===== src/rtl/mdio_pkg.sv =====
// Clause-22 frames only; field widths must add up to the 32-bit command word
package mdio_pkg;

    // ------------------------------------------------------------
    // Start and opcode values
    // ------------------------------------------------------------
    localparam logic [1:0] ST_CODE  = 2'b01;   // Clause-22 start pattern
    localparam logic [1:0] OP_WRITE = 2'b01;
    localparam logic [1:0] OP_READ  = 2'b10;

    // ------------------------------------------------------------
    // Frame geometry
    // ------------------------------------------------------------
    localparam int PREAMBLE_BITS  = 32;        // All ones before ST
    localparam int FRAME_BITS     = 32;        // ST through DATA
    localparam int READ_ADDR_BITS = 14;        // ST + OP + PHYAD + REGAD
    localparam int PHYAD_BITS     = 5;
    localparam int REGAD_BITS     = 5;
    localparam int TA_BITS        = 2;
    localparam int DATA_BITS      = 16;

    // Engine position within a frame
    typedef enum logic [2:0] {
        PH_IDLE,
        PH_PREAMBLE,
        PH_ADDR,     // ST, OP, PHYAD, REGAD
        PH_TA,
        PH_DATA
    } phase_t;

    // Command word, MSB goes out first
    typedef struct packed {
        logic [1:0]            st;
        logic [1:0]            op;
        logic [PHYAD_BITS-1:0] phyad;
        logic [REGAD_BITS-1:0] regad;
        logic [TA_BITS-1:0]    ta;     // Sent as is on writes, ignored on reads
        logic [DATA_BITS-1:0]  data;
    } mdio_cmd_t;

endpackage


===== src/rtl/mdio_if.sv =====
// Single RxClk domain; start, reject, sample, done and ack_low are one-cycle pulses
`timescale 1ns/1ps

// Decode to frame engine
interface mdio_cmd_if import mdio_pkg::*; ();
    logic      start;   // Launch one frame, only while busy is low
    mdio_cmd_t cmd;     // Held stable for the whole frame
    logic      busy;    // Engine is outside PH_IDLE

    modport decode (output start, output cmd, input busy);
    modport engine (input start, input cmd, output busy);
endinterface

// ------------------------------------------------------------
// Frame engine and decode to result stage
// ------------------------------------------------------------
interface mdio_res_if ();
    logic sample;       // Read data bit is valid on sample_bit
    logic sample_bit;   // Registered mdio_i
    logic done;         // Frame finished
    logic is_read;      // Opcode of the frame in flight or last finished
    logic reject;       // Bad ST or OP, no frame sent
    logic ack_low;      // Handshake closed, ack just dropped

    modport engine (output sample, output sample_bit, output done, output is_read);

    modport capture (
        input  sample,
        input  sample_bit,
        input  done,
        input  is_read,
        input  reject,
        output ack_low
    );

    modport decode (output reject, input ack_low);
endinterface


===== src/rtl/mdio_cmd_decode.sv =====
// Accepts one command per four-phase handshake; word must be stable while cmd_req is high
`timescale 1ns/1ps

module mdio_cmd_decode import mdio_pkg::*; (
    input  logic       RxClk,
    input  logic       rst,
    input  logic       cmd_req,
    input  mdio_cmd_t  cmd_word,
    mdio_cmd_if.decode cmd_if,
    mdio_res_if.decode res_if
);

    logic hold;     // Handshake open, ignore req until ack has dropped
    logic cmd_ok;   // ST and OP are legal
    logic accept;   // Take the word this cycle

    // ------------------------------------------------------------
    // Command check
    // ------------------------------------------------------------
    // Only the clause-22 start and the two defined opcodes pass
    assign cmd_ok = (cmd_word.st == ST_CODE) &&
                    ((cmd_word.op == OP_WRITE) || (cmd_word.op == OP_READ));

    // Req first seen high after the last handshake closed
    // Hold turns the req level into a rising-edge detect
    assign accept = cmd_req && !hold && !cmd_if.busy;

    // ------------------------------------------------------------
    // Launch or reject
    // ------------------------------------------------------------
    always_ff @(posedge RxClk) begin
        if (rst) begin
            hold          <= 1'b0;
            cmd_if.start  <= 1'b0;
            res_if.reject <= 1'b0;
        end else begin
            cmd_if.start  <= accept && cmd_ok;    // One cycle after req seen
            res_if.reject <= accept && !cmd_ok;   // Same slot for a bad word

            if (accept) begin
                hold <= 1'b1;
            end else if (res_if.ack_low) begin
                hold <= 1'b0;                     // Ack fell, ready for the next req
            end
        end
    end

    // Command copy for the engine, stays put until the next accept
    always_ff @(posedge RxClk) begin
        if (accept) begin
            cmd_if.cmd <= cmd_word;
        end
    end

endmodule


===== src/rtl/mdio_frame_engine.sv =====
// MDC_HALF must be 2 or more; one frame is 64 MDC periods, 128*MDC_HALF RxClk cycles
`timescale 1ns/1ps

module mdio_frame_engine import mdio_pkg::*; #(
    parameter int MDC_HALF = 4                     // RxClk cycles per MDC half period
) (
    input  logic       RxClk,
    input  logic       rst,
    mdio_cmd_if.engine cmd_if,
    mdio_res_if.engine res_if,
    output logic       mdc,
    output logic       mdio_o,
    output logic       mdio_oe,
    input  logic       mdio_i
);

    localparam int DIV_W = $clog2(2 * MDC_HALF);
    localparam int BIT_W = $clog2(PREAMBLE_BITS + FRAME_BITS);

    // Positions inside one bit period
    localparam logic [DIV_W-1:0] RISE_AT = DIV_W'(MDC_HALF - 1);       // MDC goes high next
    localparam logic [DIV_W-1:0] SMP_AT  = DIV_W'(MDC_HALF - 2);       // Strobe one cycle ahead
    localparam logic [DIV_W-1:0] LAST_AT = DIV_W'(2 * MDC_HALF - 1);   // MDC falls, next bit

    // Bit numbers counted from the first preamble bit
    localparam logic [BIT_W-1:0] FRAME_START = BIT_W'(PREAMBLE_BITS);
    localparam logic [BIT_W-1:0] TA_START    = BIT_W'(PREAMBLE_BITS + READ_ADDR_BITS);
    localparam logic [BIT_W-1:0] DATA_START  = BIT_W'(PREAMBLE_BITS + READ_ADDR_BITS + TA_BITS);
    localparam logic [BIT_W-1:0] LAST_BIT    = BIT_W'(PREAMBLE_BITS + FRAME_BITS - 1);

    phase_t                phase;
    logic [DIV_W-1:0]      div_cnt;    // Position within the bit period
    logic [BIT_W-1:0]      bit_cnt;    // Current bit, 0..63
    logic [BIT_W-1:0]      next_bit;
    logic [FRAME_BITS-1:0] frame_sr;   // Frame word, MSB is the next bit out
    logic                  bit_end;    // Last cycle of a bit period

    assign next_bit    = bit_cnt + 1'b1;
    assign bit_end     = (phase != PH_IDLE) && (div_cnt == LAST_AT);
    assign cmd_if.busy = (phase != PH_IDLE);

    // ------------------------------------------------------------
    // Divider, bit sequencer and pin drive
    // ------------------------------------------------------------
    always_ff @(posedge RxClk) begin
        if (rst) begin
            phase          <= PH_IDLE;
            div_cnt        <= '0;
            bit_cnt        <= '0;
            mdc            <= 1'b0;
            mdio_o         <= 1'b1;
            mdio_oe        <= 1'b0;
            res_if.sample  <= 1'b0;
            res_if.done    <= 1'b0;
            res_if.is_read <= 1'b0;
        end else begin
            res_if.sample <= 1'b0;
            res_if.done   <= 1'b0;

            if (phase == PH_IDLE) begin
                div_cnt <= '0;
                bit_cnt <= '0;
                if (cmd_if.start) begin
                    phase          <= PH_PREAMBLE;
                    mdio_oe        <= 1'b1;          // First preamble bit, MDC still low
                    mdio_o         <= 1'b1;
                    res_if.is_read <= (cmd_if.cmd.op == OP_READ);
                end
            end else begin
                div_cnt <= bit_end ? '0 : div_cnt + 1'b1;
                if (div_cnt == RISE_AT) mdc <= 1'b1;

                // Read data strobe lands one cycle before the rising MDC
                if (phase == PH_DATA && res_if.is_read && div_cnt == SMP_AT) begin
                    res_if.sample <= 1'b1;
                end

                if (bit_end) begin
                    mdc <= 1'b0;                    // New bit goes out with the falling MDC
                    if (bit_cnt == LAST_BIT) begin
                        phase       <= PH_IDLE;
                        res_if.done <= 1'b1;
                        mdio_oe     <= 1'b0;        // Back to the pull-up
                        mdio_o      <= 1'b1;
                    end else begin
                        bit_cnt <= next_bit;
                        if (next_bit == FRAME_START) phase <= PH_ADDR;
                        if (next_bit == TA_START)    phase <= PH_TA;
                        if (next_bit == DATA_START)  phase <= PH_DATA;

                        if (next_bit >= FRAME_START) begin
                            if (res_if.is_read && next_bit >= TA_START) begin
                                mdio_oe <= 1'b0;    // PHY owns TA and DATA on reads
                                mdio_o  <= 1'b1;
                            end else begin
                                mdio_o <= frame_sr[FRAME_BITS-1];
                            end
                        end
                    end
                end
            end
        end
    end

    // Frame shifter and read sampling
    always_ff @(posedge RxClk) begin
        if (phase == PH_IDLE && cmd_if.start) begin
            frame_sr <= cmd_if.cmd;
        end else if (bit_end && next_bit >= FRAME_START) begin
            frame_sr <= {frame_sr[FRAME_BITS-2:0], 1'b0};
        end

        if (phase == PH_DATA && div_cnt == SMP_AT) begin
            res_if.sample_bit <= mdio_i;            // Qualified by sample downstream
        end
    end

endmodule


===== src/rtl/mdio_mgmt_top.sv =====
// Pad logic is external: mdio_o/mdio_oe drive the pin, mdio_i needs a pull-up when released
`timescale 1ns/1ps

// Latency: host raises cmd_req at edge N, cmd_ack is high after edge N + 128*MDC_HALF + 3
// A bad ST or OP gives cmd_ack after edge N + 2 with cmd_err set and no MDC activity
module mdio_mgmt_top import mdio_pkg::*; #(
    parameter int MDC_HALF = 4                  // MDC period is 2*MDC_HALF RxClk cycles
) (
    input  logic                  RxClk,
    input  logic                  rst,
    // Host command handshake
    input  logic                  cmd_req,
    input  logic [FRAME_BITS-1:0] cmd_word,     // ST, OP, PHYAD, REGAD, TA, DATA
    output logic                  cmd_ack,
    output logic [DATA_BITS-1:0]  rd_data,
    output logic                  cmd_err,
    // Management pins
    output logic                  mdc,
    output logic                  mdio_o,
    output logic                  mdio_oe,
    input  logic                  mdio_i
);

    // ------------------------------------------------------------
    // Stage links
    // ------------------------------------------------------------
    mdio_cmd_if cmd_if ();
    mdio_res_if res_if ();

    mdio_cmd_decode i_cmd_decode (
        .RxClk    (RxClk),
        .rst      (rst),
        .cmd_req  (cmd_req),
        .cmd_word (cmd_word),
        .cmd_if   (cmd_if.decode),
        .res_if   (res_if.decode)
    );

    mdio_frame_engine #(.MDC_HALF(MDC_HALF)) i_frame_engine (
        .RxClk   (RxClk),
        .rst     (rst),
        .cmd_if  (cmd_if.engine),
        .res_if  (res_if.engine),
        .mdc     (mdc),
        .mdio_o  (mdio_o),
        .mdio_oe (mdio_oe),
        .mdio_i  (mdio_i)
    );

    mdio_read_capture i_read_capture (
        .RxClk   (RxClk),
        .rst     (rst),
        .res_if  (res_if.capture),
        .cmd_req (cmd_req),
        .cmd_ack (cmd_ack),
        .rd_data (rd_data),
        .cmd_err (cmd_err)
    );

endmodule


===== src/rtl/mdio_read_capture.sv =====
// rd_data and cmd_err hold until the next accepted command; ack waits for req low to drop
`timescale 1ns/1ps

module mdio_read_capture import mdio_pkg::*; (
    input  logic                 RxClk,
    input  logic                 rst,
    mdio_res_if.capture          res_if,
    input  logic                 cmd_req,
    output logic                 cmd_ack,
    output logic [DATA_BITS-1:0] rd_data,
    output logic                 cmd_err
);

    logic [DATA_BITS-1:0] shift_q;   // Read bits, first one ends up as MSB

    // ------------------------------------------------------------
    // Handshake completion
    // ------------------------------------------------------------
    always_ff @(posedge RxClk) begin
        if (rst) begin
            cmd_ack        <= 1'b0;
            cmd_err        <= 1'b0;
            res_if.ack_low <= 1'b0;
        end else begin
            res_if.ack_low <= 1'b0;
            if (res_if.done) begin
                cmd_ack <= 1'b1;            // One cycle after done
                cmd_err <= 1'b0;
            end else if (res_if.reject) begin
                cmd_ack <= 1'b1;
                cmd_err <= 1'b1;
            end else if (cmd_ack && !cmd_req) begin
                cmd_ack        <= 1'b0;
                res_if.ack_low <= 1'b1;     // Lets decode take the next req
            end
        end
    end

    // Read data path
    always_ff @(posedge RxClk) begin
        if (res_if.sample) begin
            shift_q <= {shift_q[DATA_BITS-2:0], res_if.sample_bit};
        end

        if (res_if.done) begin
            rd_data <= res_if.is_read ? shift_q : '0;   // Writes report zero
        end else if (res_if.reject) begin
            rd_data <= '0;
        end
    end

endmodule


===== config.mk =====
export PLATFORM = sky130hd
export DESIGN_NAME = mdio_mgmt_top
export DESIGN_NICKNAME = d
export VERILOG_FILES = /design/src/rtl/mdio_pkg.sv /design/src/rtl/mdio_if.sv /design/src/rtl/mdio_cmd_decode.sv /design/src/rtl/mdio_frame_engine.sv /design/src/rtl/mdio_mgmt_top.sv /design/src/rtl/mdio_read_capture.sv
export SDC_FILE = /design/constraint.sdc
export NUM_CORES = 1
export LEC_CHECK = 0
export ABC_AREA = 1
export BUFFER_PORTS_ARGS = -buffer_cell sky130_fd_sc_hd__buf_2
export CORE_MARGIN = 4
export CORE_UTILIZATION = 35
export DETAILED_ROUTE_END_ITERATION = 7
export GPL_TIMING_DRIVEN = 0
export PLACE_DENSITY = 0.6
export SYNTH_ARGS = -nofsm -noshare
export SYNTH_HDL_FRONTEND = slang
export SYNTH_HIERARCHICAL = 1
export SYNTH_SLANG_ARGS = --single-unit

===== constraint.sdc =====
create_clock -name RxClk -period 8.06 [get_ports RxClk]
set_clock_uncertainty 0.2 [all_clocks]
set_input_delay 1.612 -clock RxClk [delete_from_list [all_inputs] [get_ports RxClk]]
set_output_delay 1.612 -clock RxClk [all_outputs]
set_load 0.01 [all_outputs]

==> Yosys cells after proc, flatten, opt, wreduce, memory -nomap -nowiden <==
Cells that the tools add are included.
{ "word_totals": {"register_bits": 121, "input_bits": 36, "word_cells": 118} }
{ "classes": {"order_cmp": 2, "eq_ne": 13, "add_sub_neg": 2, "n_bitwise": 3, "mux": 33, "reduce_logical": 40} }
{ "ops": {"columns": ["cell", "n"], "rows": [
  ["32-bit 2-to-1 mux", 2],
  ["16-bit 2-to-1 mux", 3],
  ["6-bit equality test (second input constant)", 4],
  ["1-bit 2-to-1 mux", 21],
  ["3-bit 2-to-1 mux", 7],
  ["1-bit logical AND", 13],
  ["6-bit greater-or-equal comparator (second input constant)", 2],
  ["3-bit nonzero test", 4],
  ["2-bit nonzero test", 5],
  ["3-bit OR reduction", 3],
  ["6-bit by 1-bit adder with 6-bit output (second input constant)", 1],
  ["3-bit by 2-bit equality test with 1-bit output (second input constant)", 2],
  ["3-bit equality test (second input constant)", 2],
  ["2-bit AND reduction", 3],
  ["3-bit AND reduction", 2],
  ["5-bit nonzero test", 1],
  ["2-bit by 1-bit equality test with 1-bit output (second input constant)", 2],
  ["2-bit equality test (second input constant)", 2],
  ["1-bit logical NOT", 4],
  ["4-bit AND reduction", 1],
  ["2-bit OR reduction", 2],
  ["3-bit by 1-bit adder with 3-bit output (second input constant)", 1],
  ["3-bit logical NOT", 1],
  ["1-bit inverter", 3],
  ["other kinds (2)", 2]
]} }

==> Logic depth before layout (Yosys ltp) <==
{ "logic_depth": {"ltp_word": 8, "ltp_mapped": 13, "depth_no_buf": 13} }

==> Hierarchy <==
The synthesis kept the hierarchy.
{ "by_module_without_submodules": {"columns": ["mod", "seq_area_each_um2", "area_each_um2", "cells_per_inst", "instances"], "rows": [
  ["mdio_frame_engine", 1351.3, 2362.3, 271, 1],
  ["mdio_read_capture", 1021.0, 1227.4, 79, 1],
  ["mdio_cmd_decode", 1021.0, 1121.1, 56, 1]
]} }

==> Worst setup path before layout <==
No wires, ideal clock.
{ "synth_timing": {"kind": "register to register", "start": "register i_frame_engine.div_cnt[0]", "end": "register i_frame_engine.frame_sr[0] (enable)", "n_path_buf": 0, "setup_slack_ns": 4.883, "required_time_ns": 7.428, "arrival_time_ns": 2.545, "path_stages_with_launch": 7, "synth_period_minus_slack_ns": 3.177, "cell_sequence": "dfxtp_1 > ha_1 > ha_1 > inv_1 > nor2_1 > nor2_1 > a21oi_1"} }
{ "synth_between": {"elab_chain_len": 4} }
{ "synth_lines": {"columns": ["element", "line", "source"], "rows": [
  ["from (decl)", "mdio_frame_engine.sv:32", "logic [DIV_W-1:0] div_cnt;"],
  ["from (signal assigned)", "mdio_frame_engine.sv:70", "div_cnt <= bit_end ? '0 : div_cnt + 1'b1;"],
  ["3-bit equality test", "mdio_frame_engine.sv:39", "assign bit_end = (phase != PH_IDLE) && (div_cnt == LAST_AT);"],
  ["1-bit logical AND", "mdio_frame_engine.sv:39", null],
  ["1-bit logical AND", "mdio_frame_engine.sv:109", "end else if (bit_end && next_bit >= FRAME_START) begin"],
  ["2-bit nonzero test (no line)", null, null],
  ["to (signal assigned)", "mdio_frame_engine.sv:108", "frame_sr <= cmd_if.cmd;"],
  ["to (signal assigned)", "mdio_frame_engine.sv:110", "frame_sr <= {frame_sr[FRAME_BITS-2:0], 1'b0};"],
  ["to (decl)", "mdio_frame_engine.sv:35", "logic [FRAME_BITS-1:0] frame_sr;"]
]} }
Every way passes these cells.
A chain may end at the register's enable or synchronous reset.

==> Final worst setup path <==
{ "layout_timing": {"start": "input cmd_req", "end": "register i_cmd_decode/cmd_if.cmd[13] (netlist name)"} }
{ "layout_between": {"elab_chain_len": 2} }
{ "layout_lines": {"columns": ["element", "line", "source"], "rows": [
  ["from (decl)", "mdio_mgmt_top.sv:12", "input logic cmd_req,"],
  ["1-bit logical AND (2 in a row)", "mdio_cmd_decode.sv:26", "assign accept = cmd_req && !hold && !cmd_if.busy;"],
  ["named net i_cmd_decode.accept", "mdio_cmd_decode.sv:15", "logic accept;"]
]} }
The timed path passes the listed nets, and every way through them passes these cells.

==> results.tsv <==
stage	metric	value	unit
routing	wl_per_cell	11.9	um
timing	hold_violations	0	
global_routing	grt_remaining_overflow	0	
clock_network	cts_htree_levels	4	
pwr	leakage	2.35	nW
routing	dr_wl_met3	564	um
routing	drc_errors	0	
setup_path	path_class	primary input to register	
pwr	powerDensity	243	mW/mm^2
pwr	net-switching-power	0.274	mW
setup_path	crit_path_max_fanout	32	
pwr	swShare	19.6	%
job	maxCapViolations	0	
timing	post-route-period-util	36.3	%
yosys	syn-cell-area	0.00471	mm^2
finish	final_cell_mix	116 x nand2_1, 97 x edfxtp_1, 59 x buf_2	
outcome	status	finished clean	
routing	wl_met2	3540	um
setup_path	critical_path_arrival	2.74	ns
pwr	pwr-share-comb	3.0	%
yosys	syn-num-nets	448	
timing	slew_headroom	17.6	%
placed_design	placed_area	0.00525	mm^2
clock_network	ctsResizeCount	0	
clock_network	cts_root_buf	clkbuf_16	
finish	syn_to_final_growth	22.4	%
global_routing	antenna_found_initial	0	
clock_network	cts_tree	yes	
floorplanning	die_area	0.0154	mm^2
clock_network	clk_latency	0.41	ns
placed_design	place_congestion	0.808	
clock_network	numCtsBuffers	17	
floorplanning	coreArea	0.0132	mm^2
clock_network	postCtsHoldBufs	0	
routing	via_per_inst	4.32	
routing	drtAntennaViolNets	0	
global_routing	grt_start_max_net_pins	33	
floorplanning	rows	42	
placed_design	port-buffer-count	56	
clock_network	clk_pin_slew_worst_paths	0.05	ns
routing	wl	7970	um
finish	fillers	1248	
clock_network	clk_path_buf_depth	2	
yosys	synth.avg_cell_area	11.6	um^2
yosys	yosys.cell_types.count	29	
timing	slew_violations	0	
pwr	seq_power_share	50.2	%
setup_path	worstPathRequired	7.87	ns
clock_network	cts.sinks	121	
yosys	netlist_instances	406	
finish	nets	524	
finish	final_common_cell	nand2_1	
floorplanning	dieHeight	124	um
routing	drt_iter0_drc	216	
routing	met1_length	3690	um
finish	final_util	43.7	%
finish	drive_above_1_share	23.6	%
yosys	ys.warnings.count	6	
finish	diodes	0	
timing	tightest_slew	1.24	ns
pwr	internal_power	1.13	mW
timing	rsz0062_at_grt	false	
routing	highest_layer	met4	
floorplanning	die_x	124	um
min_path	hold_class	register to register	
pwr	vdd_drop_max	0.157	mV
floorplanning	ioPinCount	57	
pwr	clkPwrFrac	46.8	%
setup_path	cp-start-kind	primary input	
timing	finalSetupViolations	0	
setup_path	crit_path_end_kind	register	
global_routing	grt_use_total	11.4	%
finish	stdcell_area	0.00577	mm^2
yosys	ys_ff_latch	121	
yosys	ys_seq_area_share	72.0	%
global_routing	grt_pass1_wl	13200	um
global_routing	grt_pass1_vias	2790	
placed_design	dp_hpwl	5450	um
timing	setup_tns	0	ns
routing	first_pass_iters	4	
floorplanning	start_util	35.7	%
clock_network	postCtsSetupRepairBufs	0	
routing	vias	2897	
timing	max_freq	342	MHz
timing	min_period	2.93	ns
## cell usage after synthesis
master    count  area, um^2
nand4_2       1        12.5
mux2i_1       1        10.0
edfxtp_1     97        2910
buf_6         1        11.3
a21oi_1      13        65.1
nor3_2        1        10.0
buf_2         3        15.0
nand2_1     116         435
clkbuf_1      3        11.3
nand4_1       3        18.8
o21ai_0       7        35.0
nor2_1       27         101
and3_1        1        6.26
a211oi_1      1        7.51
nand2_2       8        50.1
o21a_1        1        7.51
nand3_1      15        75.1
inv_1        50         188
a21oi_2       1        8.76
nor2_2       14        87.6
nand2_4       1        11.3
o21ai_1       1        5.00
o21bai_2      1        11.3
dfxtp_1      24         480
nor3_1        3        15.0
inv_2         3        11.3
ha_1          6        75.1
nor2_4        2        22.5
nand3_2       1        10.0
## through the flow
| stage | instances | power, mW | setup slack [ns] | hold slack (ns) |
|---|---|---|---|---|
| 2_1_floorplan | 406 | 0.734 | 4.88 | 0.200 |
| 3_3_place_gp | 638 | 0.755 | 3.97 | 0.207 |
| 3_5_place_dp | 639 | 0.757 | 4.68 | 0.213 |
| 4_1_cts | 671 | 1.42 | 5.11 | 0.228 |
| 5_1_grt | 671 | 1.46 | 5.02 | 0.248 |
| 6_report | 671 | 1.40 | 5.13 | 0.225 |
## worst max-delay path, cell delays in order
cell and delay [ns]:
buf_2 0.14, nand3_1 0.09, inv_1 0.89
## state kept, by name, summed over array words and instances, names as in the netlist, 3 cells and up
| register | cells |
|---|---|
| i_frame_engine/phase | 3 |
| i_frame_engine/frame_sr | 32 |
| i_frame_engine/bit_cnt | 6 |
| i_read_capture/rd_data | 16 |
| i_read_capture/shift_q | 16 |
| i_frame_engine/div_cnt | 3 |
| i_cmd_decode/cmd_if.cmd | 32 |
## cell families (layout without fill, tap and decap cells)
logic type	Yosys count	in the layout	synth area share, %
AO/OA/AOI/OAI	25	25	2.97
adder cells (fa/ha/maj)	6	6	1.59
AND/OR/NAND/NOR	193	193	18.2
multiplexers	1	1	0.212
flip-flops	121	121	72.0
buffers and inverters	60	149	5.02
## layout make-up
type,count,area (um^2),share of cell area (%)
Sequential cell,121,3390,58.8
Multi-Input combinational cell,225,1090,18.9
Clock buffer,29,500,8.68
Timing Repair Buffer,57,308,5.34
Tap cell,176,220,3.82
Inverter,53,199,3.45
Buffer,7,37.5,0.651
Clock inverter,3,16.3,0.282
## worst paths after layout
path | end | depth (start not counted) | start | slack (ns)
max reg2reg | i_cmd_decode/cmd_if.cmd[13] | 7 | i_frame_engine/phase[1] | 5.60
min | i_read_capture/shift_q[0] | 0 | i_frame_engine/res_if.sample_bit | 0.22
max | i_cmd_decode/cmd_if.cmd[13] | 3 | cmd_req | 5.13
min reg2reg | i_read_capture/shift_q[0] | 0 | i_frame_engine/res_if.sample_bit | 0.22
## power groups by stage
stage	clock network [mW]	logic, mW	registers [mW]
5_1_grt	0.706	0.0481	0.703
6_report	0.655	0.0423	0.702
3_3_place_gp	0	0.0416	0.713
2_1_floorplan	0	0.0192	0.715
4_1_cts	0.675	0.0432	0.701
3_5_place_dp	0	0.0430	0.714
## metal layers
metal	vias to the layer above	GRT usage (%)
li1	1495	-
met1	1305	14.0
met2	83	17.5
met3	14	4.41
met4	0	6.09
met5	-	0
Note: power is estimated with default switching activity, not from simulation.
